[src/common/ex_params.svh]
`ifndef EX_PARAMS_SVH
`define EX_PARAMS_SVH

// data word
`define EX_WORD_W 32

// destination register address
`define EX_REG_ADDR_W 5

// shift amount from the low bits of reg1
`define EX_SHAMT_W 5

// operation code
`define EX_ALUOP_W 8

// result class
`define EX_ALUSEL_W 3

`endif

[src/common/ex_pkg.sv]
`include "ex_params.svh"

package ex_pkg;

  // immediate forms arrive here as the register forms
  typedef enum logic [`EX_ALUOP_W-1:0] {
    OP_NOP   = 8'h00,
    OP_AND   = 8'h01,
    OP_OR    = 8'h02,
    OP_XOR   = 8'h03,
    OP_NOR   = 8'h04,
    OP_SLL   = 8'h10,
    OP_SRL   = 8'h11,
    OP_SRA   = 8'h12,
    OP_ADD   = 8'h20,
    OP_ADDU  = 8'h21,
    OP_SUB   = 8'h22,
    OP_SUBU  = 8'h23,
    OP_SLT   = 8'h24,
    OP_SLTU  = 8'h25,
    OP_CLZ   = 8'h26,
    OP_CLO   = 8'h27,
    OP_MUL   = 8'h30,
    OP_MULT  = 8'h31,
    OP_MULTU = 8'h32,
    OP_MFHI  = 8'h40,
    OP_MFLO  = 8'h41,
    OP_MTHI  = 8'h42,
    OP_MTLO  = 8'h43,
    OP_TEQ   = 8'h50,
    OP_TNE   = 8'h51,
    OP_TGE   = 8'h52,
    OP_TGEU  = 8'h53,
    OP_TLT   = 8'h54,
    OP_TLTU  = 8'h55
  } aluop_e;

  // which unit feeds the write-back word
  typedef enum logic [`EX_ALUSEL_W-1:0] {
    SEL_NOP   = 3'd0,
    SEL_LOGIC = 3'd1,
    SEL_SHIFT = 3'd2,
    SEL_ARITH = 3'd3,
    SEL_MOVE  = 3'd4,
    SEL_MUL   = 3'd5
  } alusel_e;

  typedef struct packed {
    aluop_e                    aluop;
    alusel_e                   alusel;
    logic [`EX_WORD_W-1:0]     reg1;
    logic [`EX_WORD_W-1:0]     reg2;
    logic                      wreg;
    logic [`EX_REG_ADDR_W-1:0] wd;
  } ex_op_t;

  typedef struct packed {
    logic                      wreg;
    logic [`EX_REG_ADDR_W-1:0] wd;
    logic [`EX_WORD_W-1:0]     wdata;
  } wb_t;

  typedef struct packed {
    logic                  whilo;
    logic [`EX_WORD_W-1:0] hi;
    logic [`EX_WORD_W-1:0] lo;
  } hilo_wr_t;

  typedef struct packed {
    logic ov;
    logic trap;
  } excpt_t;

endpackage

[src/hw/ex/ex_alu.sv]
`timescale 1ns/1ps
`include "ex_params.svh"

module ex_alu (
  input  ex_pkg::aluop_e         aluop_i,
  input  logic [`EX_WORD_W-1:0]  reg1_i,
  input  logic [`EX_WORD_W-1:0]  reg2_i,
  output logic [`EX_WORD_W-1:0]  logic_o,
  output logic [`EX_WORD_W-1:0]  shift_o,
  output logic [`EX_WORD_W-1:0]  arith_o,
  output logic                   ov_o,
  output logic                   trap_o
);
  import ex_pkg::*;

  localparam int W = `EX_WORD_W;

  logic                   sub_mode;
  logic                   signed_cmp;
  logic [W-1:0]           opb;
  logic [W:0]             sum_ext;
  logic [W-1:0]           sum;
  logic                   lt;
  logic [`EX_SHAMT_W-1:0] shamt;

  function automatic logic [W-1:0] clz(input logic [W-1:0] w);
    logic [W-1:0] cnt;
    logic         found;
    cnt   = W'(W);
    found = 1'b0;
    for (int i = W - 1; i >= 0; i--) begin
      if (!found && w[i]) begin
        cnt   = W'(W - 1 - i);
        found = 1'b1;
      end
    end
    return cnt;
  endfunction

  // one adder serves add, subtract and both compares
  assign sub_mode   = aluop_i inside {OP_SUB, OP_SUBU, OP_SLT, OP_SLTU,
                                      OP_TGE, OP_TGEU, OP_TLT, OP_TLTU};
  assign signed_cmp = aluop_i inside {OP_SLT, OP_TGE, OP_TLT};
  assign opb        = sub_mode ? ~reg2_i : reg2_i;
  assign sum_ext    = {1'b0, reg1_i} + {1'b0, opb} + {{W{1'b0}}, sub_mode};
  assign sum        = sum_ext[W-1:0];

  // no carry out of a + ~b + 1 means unsigned a < b
  assign lt = signed_cmp ?
              ((reg1_i[W-1] & ~reg2_i[W-1]) |
               (~(reg1_i[W-1] ^ reg2_i[W-1]) & sum[W-1])) :
              ~sum_ext[W];

  assign ov_o = ((aluop_i == OP_ADD) || (aluop_i == OP_SUB)) &&
                (reg1_i[W-1] == opb[W-1]) && (sum[W-1] != reg1_i[W-1]);

  assign shamt = reg1_i[`EX_SHAMT_W-1:0];

  always_comb begin
    case (aluop_i)
      OP_AND:  logic_o = reg1_i & reg2_i;
      OP_OR:   logic_o = reg1_i | reg2_i;
      OP_XOR:  logic_o = reg1_i ^ reg2_i;
      OP_NOR:  logic_o = ~(reg1_i | reg2_i);
      default: logic_o = '0;
    endcase
  end

  always_comb begin
    case (aluop_i)
      OP_SLL:  shift_o = reg2_i << shamt;
      OP_SRL:  shift_o = reg2_i >> shamt;
      OP_SRA:  shift_o = $signed(reg2_i) >>> shamt;
      default: shift_o = '0;
    endcase
  end

  always_comb begin
    case (aluop_i)
      OP_ADD, OP_ADDU, OP_SUB, OP_SUBU: arith_o = sum;
      OP_SLT, OP_SLTU:                  arith_o = {{(W - 1){1'b0}}, lt};
      OP_CLZ:                           arith_o = clz(reg1_i);
      OP_CLO:                           arith_o = clz(~reg1_i);
      default:                          arith_o = '0;
    endcase
  end

  always_comb begin
    case (aluop_i)
      OP_TEQ:           trap_o = (reg1_i == reg2_i);
      OP_TNE:           trap_o = (reg1_i != reg2_i);
      OP_TGE, OP_TGEU:  trap_o = ~lt;
      OP_TLT, OP_TLTU:  trap_o = lt;
      default:          trap_o = 1'b0;
    endcase
  end

endmodule

[src/hw/ex/ex_mul.sv]
`timescale 1ns/1ps
`include "ex_params.svh"

module ex_mul (
  input  ex_pkg::aluop_e           aluop_i,
  input  logic [`EX_WORD_W-1:0]    reg1_i,
  input  logic [`EX_WORD_W-1:0]    reg2_i,
  output logic [2*`EX_WORD_W-1:0]  product_o
);
  import ex_pkg::*;

  localparam int W = `EX_WORD_W;

  logic           signed_op;
  logic [W-1:0]   mag1;
  logic [W-1:0]   mag2;
  logic [2*W-1:0] mag_prod;

  assign signed_op = (aluop_i == OP_MUL) || (aluop_i == OP_MULT);

  // signed forms multiply magnitudes and restore the sign afterwards
  assign mag1     = (signed_op && reg1_i[W-1]) ? (~reg1_i + 1'b1) : reg1_i;
  assign mag2     = (signed_op && reg2_i[W-1]) ? (~reg2_i + 1'b1) : reg2_i;
  assign mag_prod = {{W{1'b0}}, mag1} * {{W{1'b0}}, mag2};

  always_comb begin
    case (aluop_i)
      OP_MULTU: product_o = mag_prod;
      OP_MUL, OP_MULT: begin
        product_o = (reg1_i[W-1] ^ reg2_i[W-1]) ? (~mag_prod + 1'b1) : mag_prod;
      end
      default: product_o = '0;
    endcase
  end

endmodule

[src/hw/ex/ex_hilo.sv]
`timescale 1ns/1ps
`include "ex_params.svh"

module ex_hilo (
  input  ex_pkg::aluop_e          aluop_i,
  input  logic [`EX_WORD_W-1:0]   reg1_i,
  input  logic [2*`EX_WORD_W-1:0] product_i,
  input  ex_pkg::hilo_wr_t        mem_hilo_i,
  input  logic [`EX_WORD_W-1:0]   hi_i,
  input  logic [`EX_WORD_W-1:0]   lo_i,
  output logic [`EX_WORD_W-1:0]   move_o,
  output ex_pkg::hilo_wr_t        hilo_wr_o
);
  import ex_pkg::*;

  localparam int W = `EX_WORD_W;

  logic [W-1:0] cur_hi;
  logic [W-1:0] cur_lo;

  // pending write in EX/MEM is newer than the register
  assign cur_hi = mem_hilo_i.whilo ? mem_hilo_i.hi : hi_i;
  assign cur_lo = mem_hilo_i.whilo ? mem_hilo_i.lo : lo_i;

  always_comb begin
    case (aluop_i)
      OP_MFHI: move_o = cur_hi;
      OP_MFLO: move_o = cur_lo;
      default: move_o = '0;
    endcase
  end

  always_comb begin
    hilo_wr_o = '0;
    case (aluop_i)
      OP_MULT, OP_MULTU: begin
        hilo_wr_o.whilo = 1'b1;
        hilo_wr_o.hi    = product_i[2*W-1:W];
        hilo_wr_o.lo    = product_i[W-1:0];
      end
      OP_MTHI: begin
        hilo_wr_o.whilo = 1'b1;
        hilo_wr_o.hi    = reg1_i;
        hilo_wr_o.lo    = cur_lo;
      end
      OP_MTLO: begin
        hilo_wr_o.whilo = 1'b1;
        hilo_wr_o.hi    = cur_hi;
        hilo_wr_o.lo    = reg1_i;
      end
      default: ;
    endcase
  end

endmodule

[src/hw/ex/ex.sv]
`timescale 1ns/1ps
`include "ex_params.svh"

module ex (
  input  ex_pkg::ex_op_t         op_i,
  input  ex_pkg::hilo_wr_t       mem_hilo_i,
  input  logic [`EX_WORD_W-1:0]  hi_i,
  input  logic [`EX_WORD_W-1:0]  lo_i,
  output ex_pkg::wb_t            wb_o,
  output ex_pkg::hilo_wr_t       hilo_wr_o,
  output ex_pkg::excpt_t         excpt_o
);
  import ex_pkg::*;

  logic [`EX_WORD_W-1:0]   logic_res;
  logic [`EX_WORD_W-1:0]   shift_res;
  logic [`EX_WORD_W-1:0]   arith_res;
  logic [`EX_WORD_W-1:0]   move_res;
  logic [2*`EX_WORD_W-1:0] product;
  logic                    ov;
  logic                    trap;

  ex_alu u_alu (
    .aluop_i (op_i.aluop),
    .reg1_i  (op_i.reg1),
    .reg2_i  (op_i.reg2),
    .logic_o (logic_res),
    .shift_o (shift_res),
    .arith_o (arith_res),
    .ov_o    (ov),
    .trap_o  (trap)
  );

  ex_mul u_mul (
    .aluop_i   (op_i.aluop),
    .reg1_i    (op_i.reg1),
    .reg2_i    (op_i.reg2),
    .product_o (product)
  );

  ex_hilo u_hilo (
    .aluop_i    (op_i.aluop),
    .reg1_i     (op_i.reg1),
    .product_i  (product),
    .mem_hilo_i (mem_hilo_i),
    .hi_i       (hi_i),
    .lo_i       (lo_i),
    .move_o     (move_res),
    .hilo_wr_o  (hilo_wr_o)
  );

  always_comb begin
    case (op_i.alusel)
      SEL_LOGIC: wb_o.wdata = logic_res;
      SEL_SHIFT: wb_o.wdata = shift_res;
      SEL_ARITH: wb_o.wdata = arith_res;
      SEL_MOVE:  wb_o.wdata = move_res;
      SEL_MUL:   wb_o.wdata = product[`EX_WORD_W-1:0];
      default:   wb_o.wdata = '0;
    endcase
  end

  // overflowing add/sub must not reach the register file
  assign wb_o.wreg     = op_i.wreg & ~ov;
  assign wb_o.wd       = op_i.wd;
  assign excpt_o.ov    = ov;
  assign excpt_o.trap  = trap;

endmodule

[src/hw/ex_mem.sv]
`timescale 1ns/1ps

module ex_mem (
  input  logic             clk_i,
  input  logic             arst_n_i,
  input  ex_pkg::wb_t      wb_i,
  input  ex_pkg::hilo_wr_t hilo_i,
  input  ex_pkg::excpt_t   excpt_i,
  output ex_pkg::wb_t      wb_o,
  output ex_pkg::hilo_wr_t hilo_o,
  output ex_pkg::excpt_t   excpt_o
);

  always_ff @(posedge clk_i or negedge arst_n_i) begin
    if (!arst_n_i) begin
      wb_o    <= '0;
      hilo_o  <= '0;
      excpt_o <= '0;
    end else begin
      wb_o    <= wb_i;
      hilo_o  <= hilo_i;
      excpt_o <= excpt_i;
    end
  end

endmodule

[src/hw/hilo_reg.sv]
`timescale 1ns/1ps
`include "ex_params.svh"

module hilo_reg (
  input  logic                  clk_i,
  input  logic                  arst_n_i,
  input  ex_pkg::hilo_wr_t      wr_i,
  output logic [`EX_WORD_W-1:0] hi_o,
  output logic [`EX_WORD_W-1:0] lo_o
);

  always_ff @(posedge clk_i or negedge arst_n_i) begin
    if (!arst_n_i) begin
      hi_o <= '0;
      lo_o <= '0;
    end else if (wr_i.whilo) begin
      hi_o <= wr_i.hi;
      lo_o <= wr_i.lo;
    end
  end

endmodule

[src/hw/ex_unit_top.sv]
`timescale 1ns/1ps
`include "ex_params.svh"

module ex_unit_top (
  input  logic             clk_i,
  input  logic             arst_n_i,
  input  ex_pkg::ex_op_t   op_i,
  output ex_pkg::wb_t      wb_o,
  output ex_pkg::hilo_wr_t hilo_o,
  output ex_pkg::excpt_t   excpt_o
);
  import ex_pkg::*;

  wb_t                   ex_wb;
  hilo_wr_t              ex_hilo_wr;
  excpt_t                ex_excpt;
  logic [`EX_WORD_W-1:0] hi;
  logic [`EX_WORD_W-1:0] lo;

  ex u_ex (
    .op_i       (op_i),
    .mem_hilo_i (hilo_o),
    .hi_i       (hi),
    .lo_i       (lo),
    .wb_o       (ex_wb),
    .hilo_wr_o  (ex_hilo_wr),
    .excpt_o    (ex_excpt)
  );

  // registered hilo write also feeds forwarding back into ex
  ex_mem u_ex_mem (
    .clk_i    (clk_i),
    .arst_n_i (arst_n_i),
    .wb_i     (ex_wb),
    .hilo_i   (ex_hilo_wr),
    .excpt_i  (ex_excpt),
    .wb_o     (wb_o),
    .hilo_o   (hilo_o),
    .excpt_o  (excpt_o)
  );

  hilo_reg u_hilo_reg (
    .clk_i    (clk_i),
    .arst_n_i (arst_n_i),
    .wr_i     (hilo_o),
    .hi_o     (hi),
    .lo_o     (lo)
  );

endmodule

[config.mk]
export PLATFORM = sky130hd
export DESIGN_NAME = ex_unit_top
export DESIGN_NICKNAME = d
export VERILOG_FILES = /design/src/common/ex_pkg.sv /design/src/hw/ex/ex_alu.sv /design/src/hw/ex/ex_mul.sv /design/src/hw/ex/ex_hilo.sv /design/src/hw/ex/ex.sv /design/src/hw/ex_mem.sv /design/src/hw/hilo_reg.sv /design/src/hw/ex_unit_top.sv
export VERILOG_INCLUDE_DIRS = /design/src /design/src/common
export SDC_FILE = /design/constraint.sdc
export NUM_CORES = 2
export LEC_CHECK = 0
export ABC_AREA = 1
export BUFFER_PORTS_ARGS = -buffer_cell sky130_fd_sc_hd__buf_2
export CELL_PAD_IN_SITES_DETAIL_PLACEMENT = 1
export CELL_PAD_IN_SITES_GLOBAL_PLACEMENT = 2
export CORE_MARGIN = 2
export CORE_UTILIZATION = 38
export CTS_CLUSTER_SIZE = 24
export DETAILED_ROUTE_END_ITERATION = 16
export PLACE_DENSITY = 0.94
export SETUP_SLACK_MARGIN = 0.1
export SLEW_MARGIN = 0
export SYNTH_ARGS = -nofsm -noshare
export SYNTH_HDL_FRONTEND = slang
export SYNTH_SLANG_ARGS = --single-unit
[constraint.sdc]
create_clock -name clk_i -period 1.95 [get_ports clk_i]
set_input_delay 0.195 -clock clk_i [delete_from_list [all_inputs] [get_ports clk_i]]
set_output_delay 0.195 -clock clk_i [all_outputs]
set_load 0.02 [all_outputs]
==> flow_summary.yaml, run 1 <==
place:
  portBuffers: 187
  dp_hpwl_um: 258100
  pre_cts_slack_ns: -8.407
  place_congestion: 1.232
die:
  num_io_pins: 188
  fp.dieW_um: 377.9
  initial_core_util_pct: 38.16
  fp.dieH_um: 377.9
  rows: 137
outcome:
  outcome: "stopped before the end"
  stop_stage: "5_1_grt"
  error_line: "[ERROR GRT-0232] Routing congestion too high. Check the congestion heatmap in the GUI."
logic_synthesis:
  seq_area_frac_synth_pct: 7.963
  synth_edf_count: 0
  yosys_warnings: 0
  netlist_instances: 7405
  syn_nets: 8748
  netlist_area_um2: 53110
  synth_ff_type: "dfrtp_1"
  syn_area_per_cell_um2: 7.172
  ys_ff_latch: 169
  ys_types: 80
  async_reset_ff_share_pct: 100.0
clock_tree:
  clk_path_buf_depth: 2
  cts_htree_levels: 4
  cts_buffers: 17
  cts_num_sinks: 169
  clockRootBuffer: "clkbuf_16"
sta:
  grt_worst_setup_endpoint: "u_ex_mem.hilo_o[62]$_DFF_PN0_/D"
  worst-ep-kind: "sequential cell input"
global_routing:
  antenna_found_initial: 95
  overflow: 646
  track_usage_pct: 82.04
  grt_start_max_net_pins: 83
-- logic make-up after synthesis --
group / synth area share, %
AO/OA/AOI/OAI: 10.54
XOR/XNOR: 2.191
adder cells (fa/ha/maj): 42.36
buffers and inverters: 12.77
flip-flops: 7.963
multiplexers: 0.05654
AND/OR/NAND/NOR: 24.12
-- synth_stat cells (62+ instances only) --
cell type / n / area [µm²]
nand2_1: 1736 / 6516
inv_1: 1403 / 5266
nor2_1: 986 / 3701
fa_1: 897 / 17960
ha_1: 363 / 4542
o21ai_0: 295 / 1476
a21oi_1: 262 / 1311
clkbuf_1: 257 / 964.7
nand3_1: 197 / 986.0
dfrtp_1: 169 / 4229
xor2_1: 96 / 840.8
nor3_1: 62 / 310.3
-- through the flow --
| step | cell area [µm²] | util (%) | setup TNS, ns | std cells |
|---|---|---|---|---|
| floorplan | 54520 | - | -530.26 | 7405 |
| global placement | 69870 | 50.20 | -657.01 | 10810 |
| detailed placement | 69870 | 50.20 | -697.57 | 10810 |
| CTS | 72880 | 52.36 | -612.94 | 10910 |
-- repair_timing --
item	in CTS
endpoints found under the setup margin	100
hold buffers	7
setup buffers	59
resized for setup	440
gates cloned	3
pin swaps	126
hold endpoints to repair	46
-- layer usage --
metal / GRT overflow / track usage (%)
met1: 70 / 78.80
met2: 266 / 92.66
met3: 75 / 76.05
met4: 221 / 79.69
met5: 14 / 70.63
==> inputs of run 2 (changes only) <==
CELL_PAD_IN_SITES_DETAIL_PLACEMENT = not set   (was 1)
CELL_PAD_IN_SITES_GLOBAL_PLACEMENT = not set   (was 2)
CORE_UTILIZATION = 35   (was 38)
CTS_CLUSTER_SIZE = not set   (was 24)
PLACE_DENSITY = not set   (was 0.94)
PLACE_DENSITY_LB_ADDON = 0.15   (was not set)
SETUP_SLACK_MARGIN = not set   (was 0.1)
==> flow_summary.yaml, run 2 <==
outcome:
  outcome: "finished with violations"
  violations: "negative setup slack"
setup_path:
  crit_start: "op_i[39]"
  crit_path_frequent_cell: "fa_1"
  rr_endpoint: "u_ex_mem.wb_o[5]"
  slowest_delay_ns: 0.63
  r2r_start: "u_ex_mem.hilo_o[64]"
  path_class: "in -> reg"
  rrSetupSlack_ns: -0.33
  setup.worst_path.end: "u_ex_mem.hilo_o[48]"
  critical_path_required_ns: 2.31
  setup.worst_path.end_class: "flip-flop"
  start_kind: "input pin"
  cp_max_fo: 8
  critPathArrivalTime_ns: 9.59
  crit_path_top_delay_cell: "fa_2"
  r2r_cells: 10
logic_synthesis:
  synth.most_common_cell: "nand2_1"
  syn_nets: 8748
  synth_edf_count: 0
  ys_types: 80
  netlist_instances: 7405
  synth_top_cell_area_share_pct: 33.81
  ys_ff_latch: 169
  synth_ff_type: "dfrtp_1"
  async_reset_ff_share_pct: 100.0
  yosys_warnings: 0
  seq_area_frac_synth_pct: 7.963
  yosys.area.top_type: "fa_1"
  netlist_area_um2: 53110
  synth_common_cells: "nand2_1 (1736), inv_1 (1403), nor2_1 (986), fa_1 (897), ha_1 (363)"
  syn_area_per_cell_um2: 7.172
  synthTopCellsByArea: "fa_1 (34%), nand2_1 (12%), inv_1 (9.9%), ha_1 (8.6%), dfrtp_1 (8.0%)"
die:
  fp.dieH_um: 393.5
  coreArea_um2: 150300
  die-area_um2: 154900
  num_io_pins: 188
  initial_core_util_pct: 35.33
  fp.dieW_um: 393.5
  rows: 142
clock_tree:
  clk_pin_slew_ns: 0.08
  cts_num_sinks: 169
  cts_buffers: 17
  cts_tree: "yes"
  clk_path_buf_depth: 2
  worstSkewPairLatency_ns: 0.48
  clockRootBuffer: "clkbuf_16"
  cts_htree_levels: 4
cells_and_area:
  mostFrequentLayoutCells: "buf_4 (1744), nand2_1 (1582), inv_1 (1330)"
  regMostFlops: "u_ex_mem.hilo_o"
  largestRegisters: "u_ex_mem.hilo_o x65, u_ex_mem.wb_o x38"
  utilization_pct: 51.35
  final.fill_count: 14970
  postLayoutCellArea_um2: 77180
  fin_nets: 10580
  syn2layout_area_growth_pct: 45.33
  drive_gt1_share_pct: 33.22
  final_common_cell: "buf_4"
  largest_register_ffs: 65
  final_cells: 11270
sta:
  clock.fmax_mhz: 108.3
  worst_slew_pin_slew_ns: 1.330
  fin_ws_ns: -7.281
  setup_viol: 99
  rsz0062_at_grt: "yes"
  finalCriticalPeriod_ns: 9.231
  slew_headroom_pct: 11.32
  skew_ns: 0.02502
  drv_slew: 0
  finalCritPeriodShare_pct: 473.4
  hold_violations: 0
place:
  dp_hpwl_um: 241100
  portBuffers: 187
  place_congestion: 1.080
  dpl.cell_count: 11070
  dpl_cell_area_um2: 71190
hold_path:
  hp-class: "in -> async"
detailed_routing:
  viasPerCell: 5.182
  final_antenna_net_count: 0
  drc_errors: 0
  routed_wl_um: 279100
  firstDrtPassIters: 5
  routed-via-count: 58410
  wl_per_cell_um: 24.76
  drtIter0Drc: 5471
global_routing:
  overflow: 0
  grt_start_max_net_pins: 82
  track_usage_pct: 35.19
  grt_pass1_vias: 57620
  antenna_found_initial: 19
  grt_pass1_wl_um: 397300
job:
  max-cap-violations: 0
==> run 2: cell counts after synthesis <==
Identical to the previous run, type by type.
==> run 2: layout make-up <==
class                           instances  area (µm²)  share of cell area [%]
Clock inverter                         15       192.7                  0.2496
Timing Repair inverter                  1       7.507                0.009726
Multi-Input combinational cell       5454       46640                   60.42
Clock buffer                           17       425.4                  0.5512
Antenna cell                            8       20.02                 0.02594
Sequential cell                       169        4230                   5.481
Timing Repair Buffer                 2143       17620                   22.83
Tap cell                             2016        2522                   3.268
Inverter                             1449        5528                   7.162
==> run 2: worst min path at each step <==
stage,end,depth (start not counted)
finish,u_ex_mem.hilo_o[12],2
global route,u_ex_mem.hilo_o[12],2
CTS,u_hilo_reg.lo_o[28],2
detailed placement,u_ex_mem.hilo_o[12],1
global placement,u_ex_mem.wb_o[35],1
floorplan,u_ex_mem.excpt_o[0],0
==> run 2: metrics by stage <==
stage | TNS [ns] | worst slack, ns | hold slack, ns
global placement | -684.89 | -8.432 | 0.09551
detailed placement | -686.40 | -8.450 | 0.09663
CTS | -593.37 | -7.231 | 0.1694
global route | -622.49 | -7.711 | 0.1947
floorplan | -530.26 | -6.799 | -0.1006
finish | -594.69 | -7.281 | 0.1806
==> run 2: worst max-delay path: cells and delay by family <==
| family | cells | cell delay, ns |
|---|---|---|
| fa+ha+maj | 10 | 4.32 |
| simple gates | 20 | 2.25 |
| buf+inv | 13 | 1.41 |
| compound gates | 5 | 0.81 |
| xor+xnor | 2 | 0.55 |
==> run 2: kinds of logic after synthesis <==
logic type / count (synthesis) / share of synthesized area, %
AO/OA/AOI/OAI: 912 / 10.54
flip-flops: 169 / 7.963
buffers and inverters: 1782 / 12.77
multiplexers: 3 / 0.05654
adder cells (fa/ha/maj): 1260 / 42.36
XOR/XNOR: 126 / 2.191
AND/OR/NAND/NOR: 3153 / 24.12
==> run 2: timing repair <==
item | 4_1_cts | 5_1_grt
buffers inserted | 97 | 66
endpoints found under the setup margin | 99 | 99
resized for setup | 534 | 431
cloned | 1 | 5
endpoints found under the hold margin | 132 | 0
hold buffers | 7 | 0
pin swaps | 235 | 205
==> run 2: metal layers <==
| metal | track usage [%] | wire length [µm] | part of all wire (%) | up-vias |
|---|---|---|---|---|
| met2 | 54.42 | 123200 | 44 | 2322 |
| met1 | 49.80 | 121600 | 44 | 29260 |
| li1 | - | - | - | 26350 |
| met3 | 6.395 | 23140 | 8.3 | 479 |
| met5 | 0 | 31 | 0.011 | - |
| met4 | 10.98 | 11210 | 4.0 | 4 |
Power of run 2 is not shown: default switching activity piles up to over one toggle a cycle in this logic, so the estimate is an artifact.
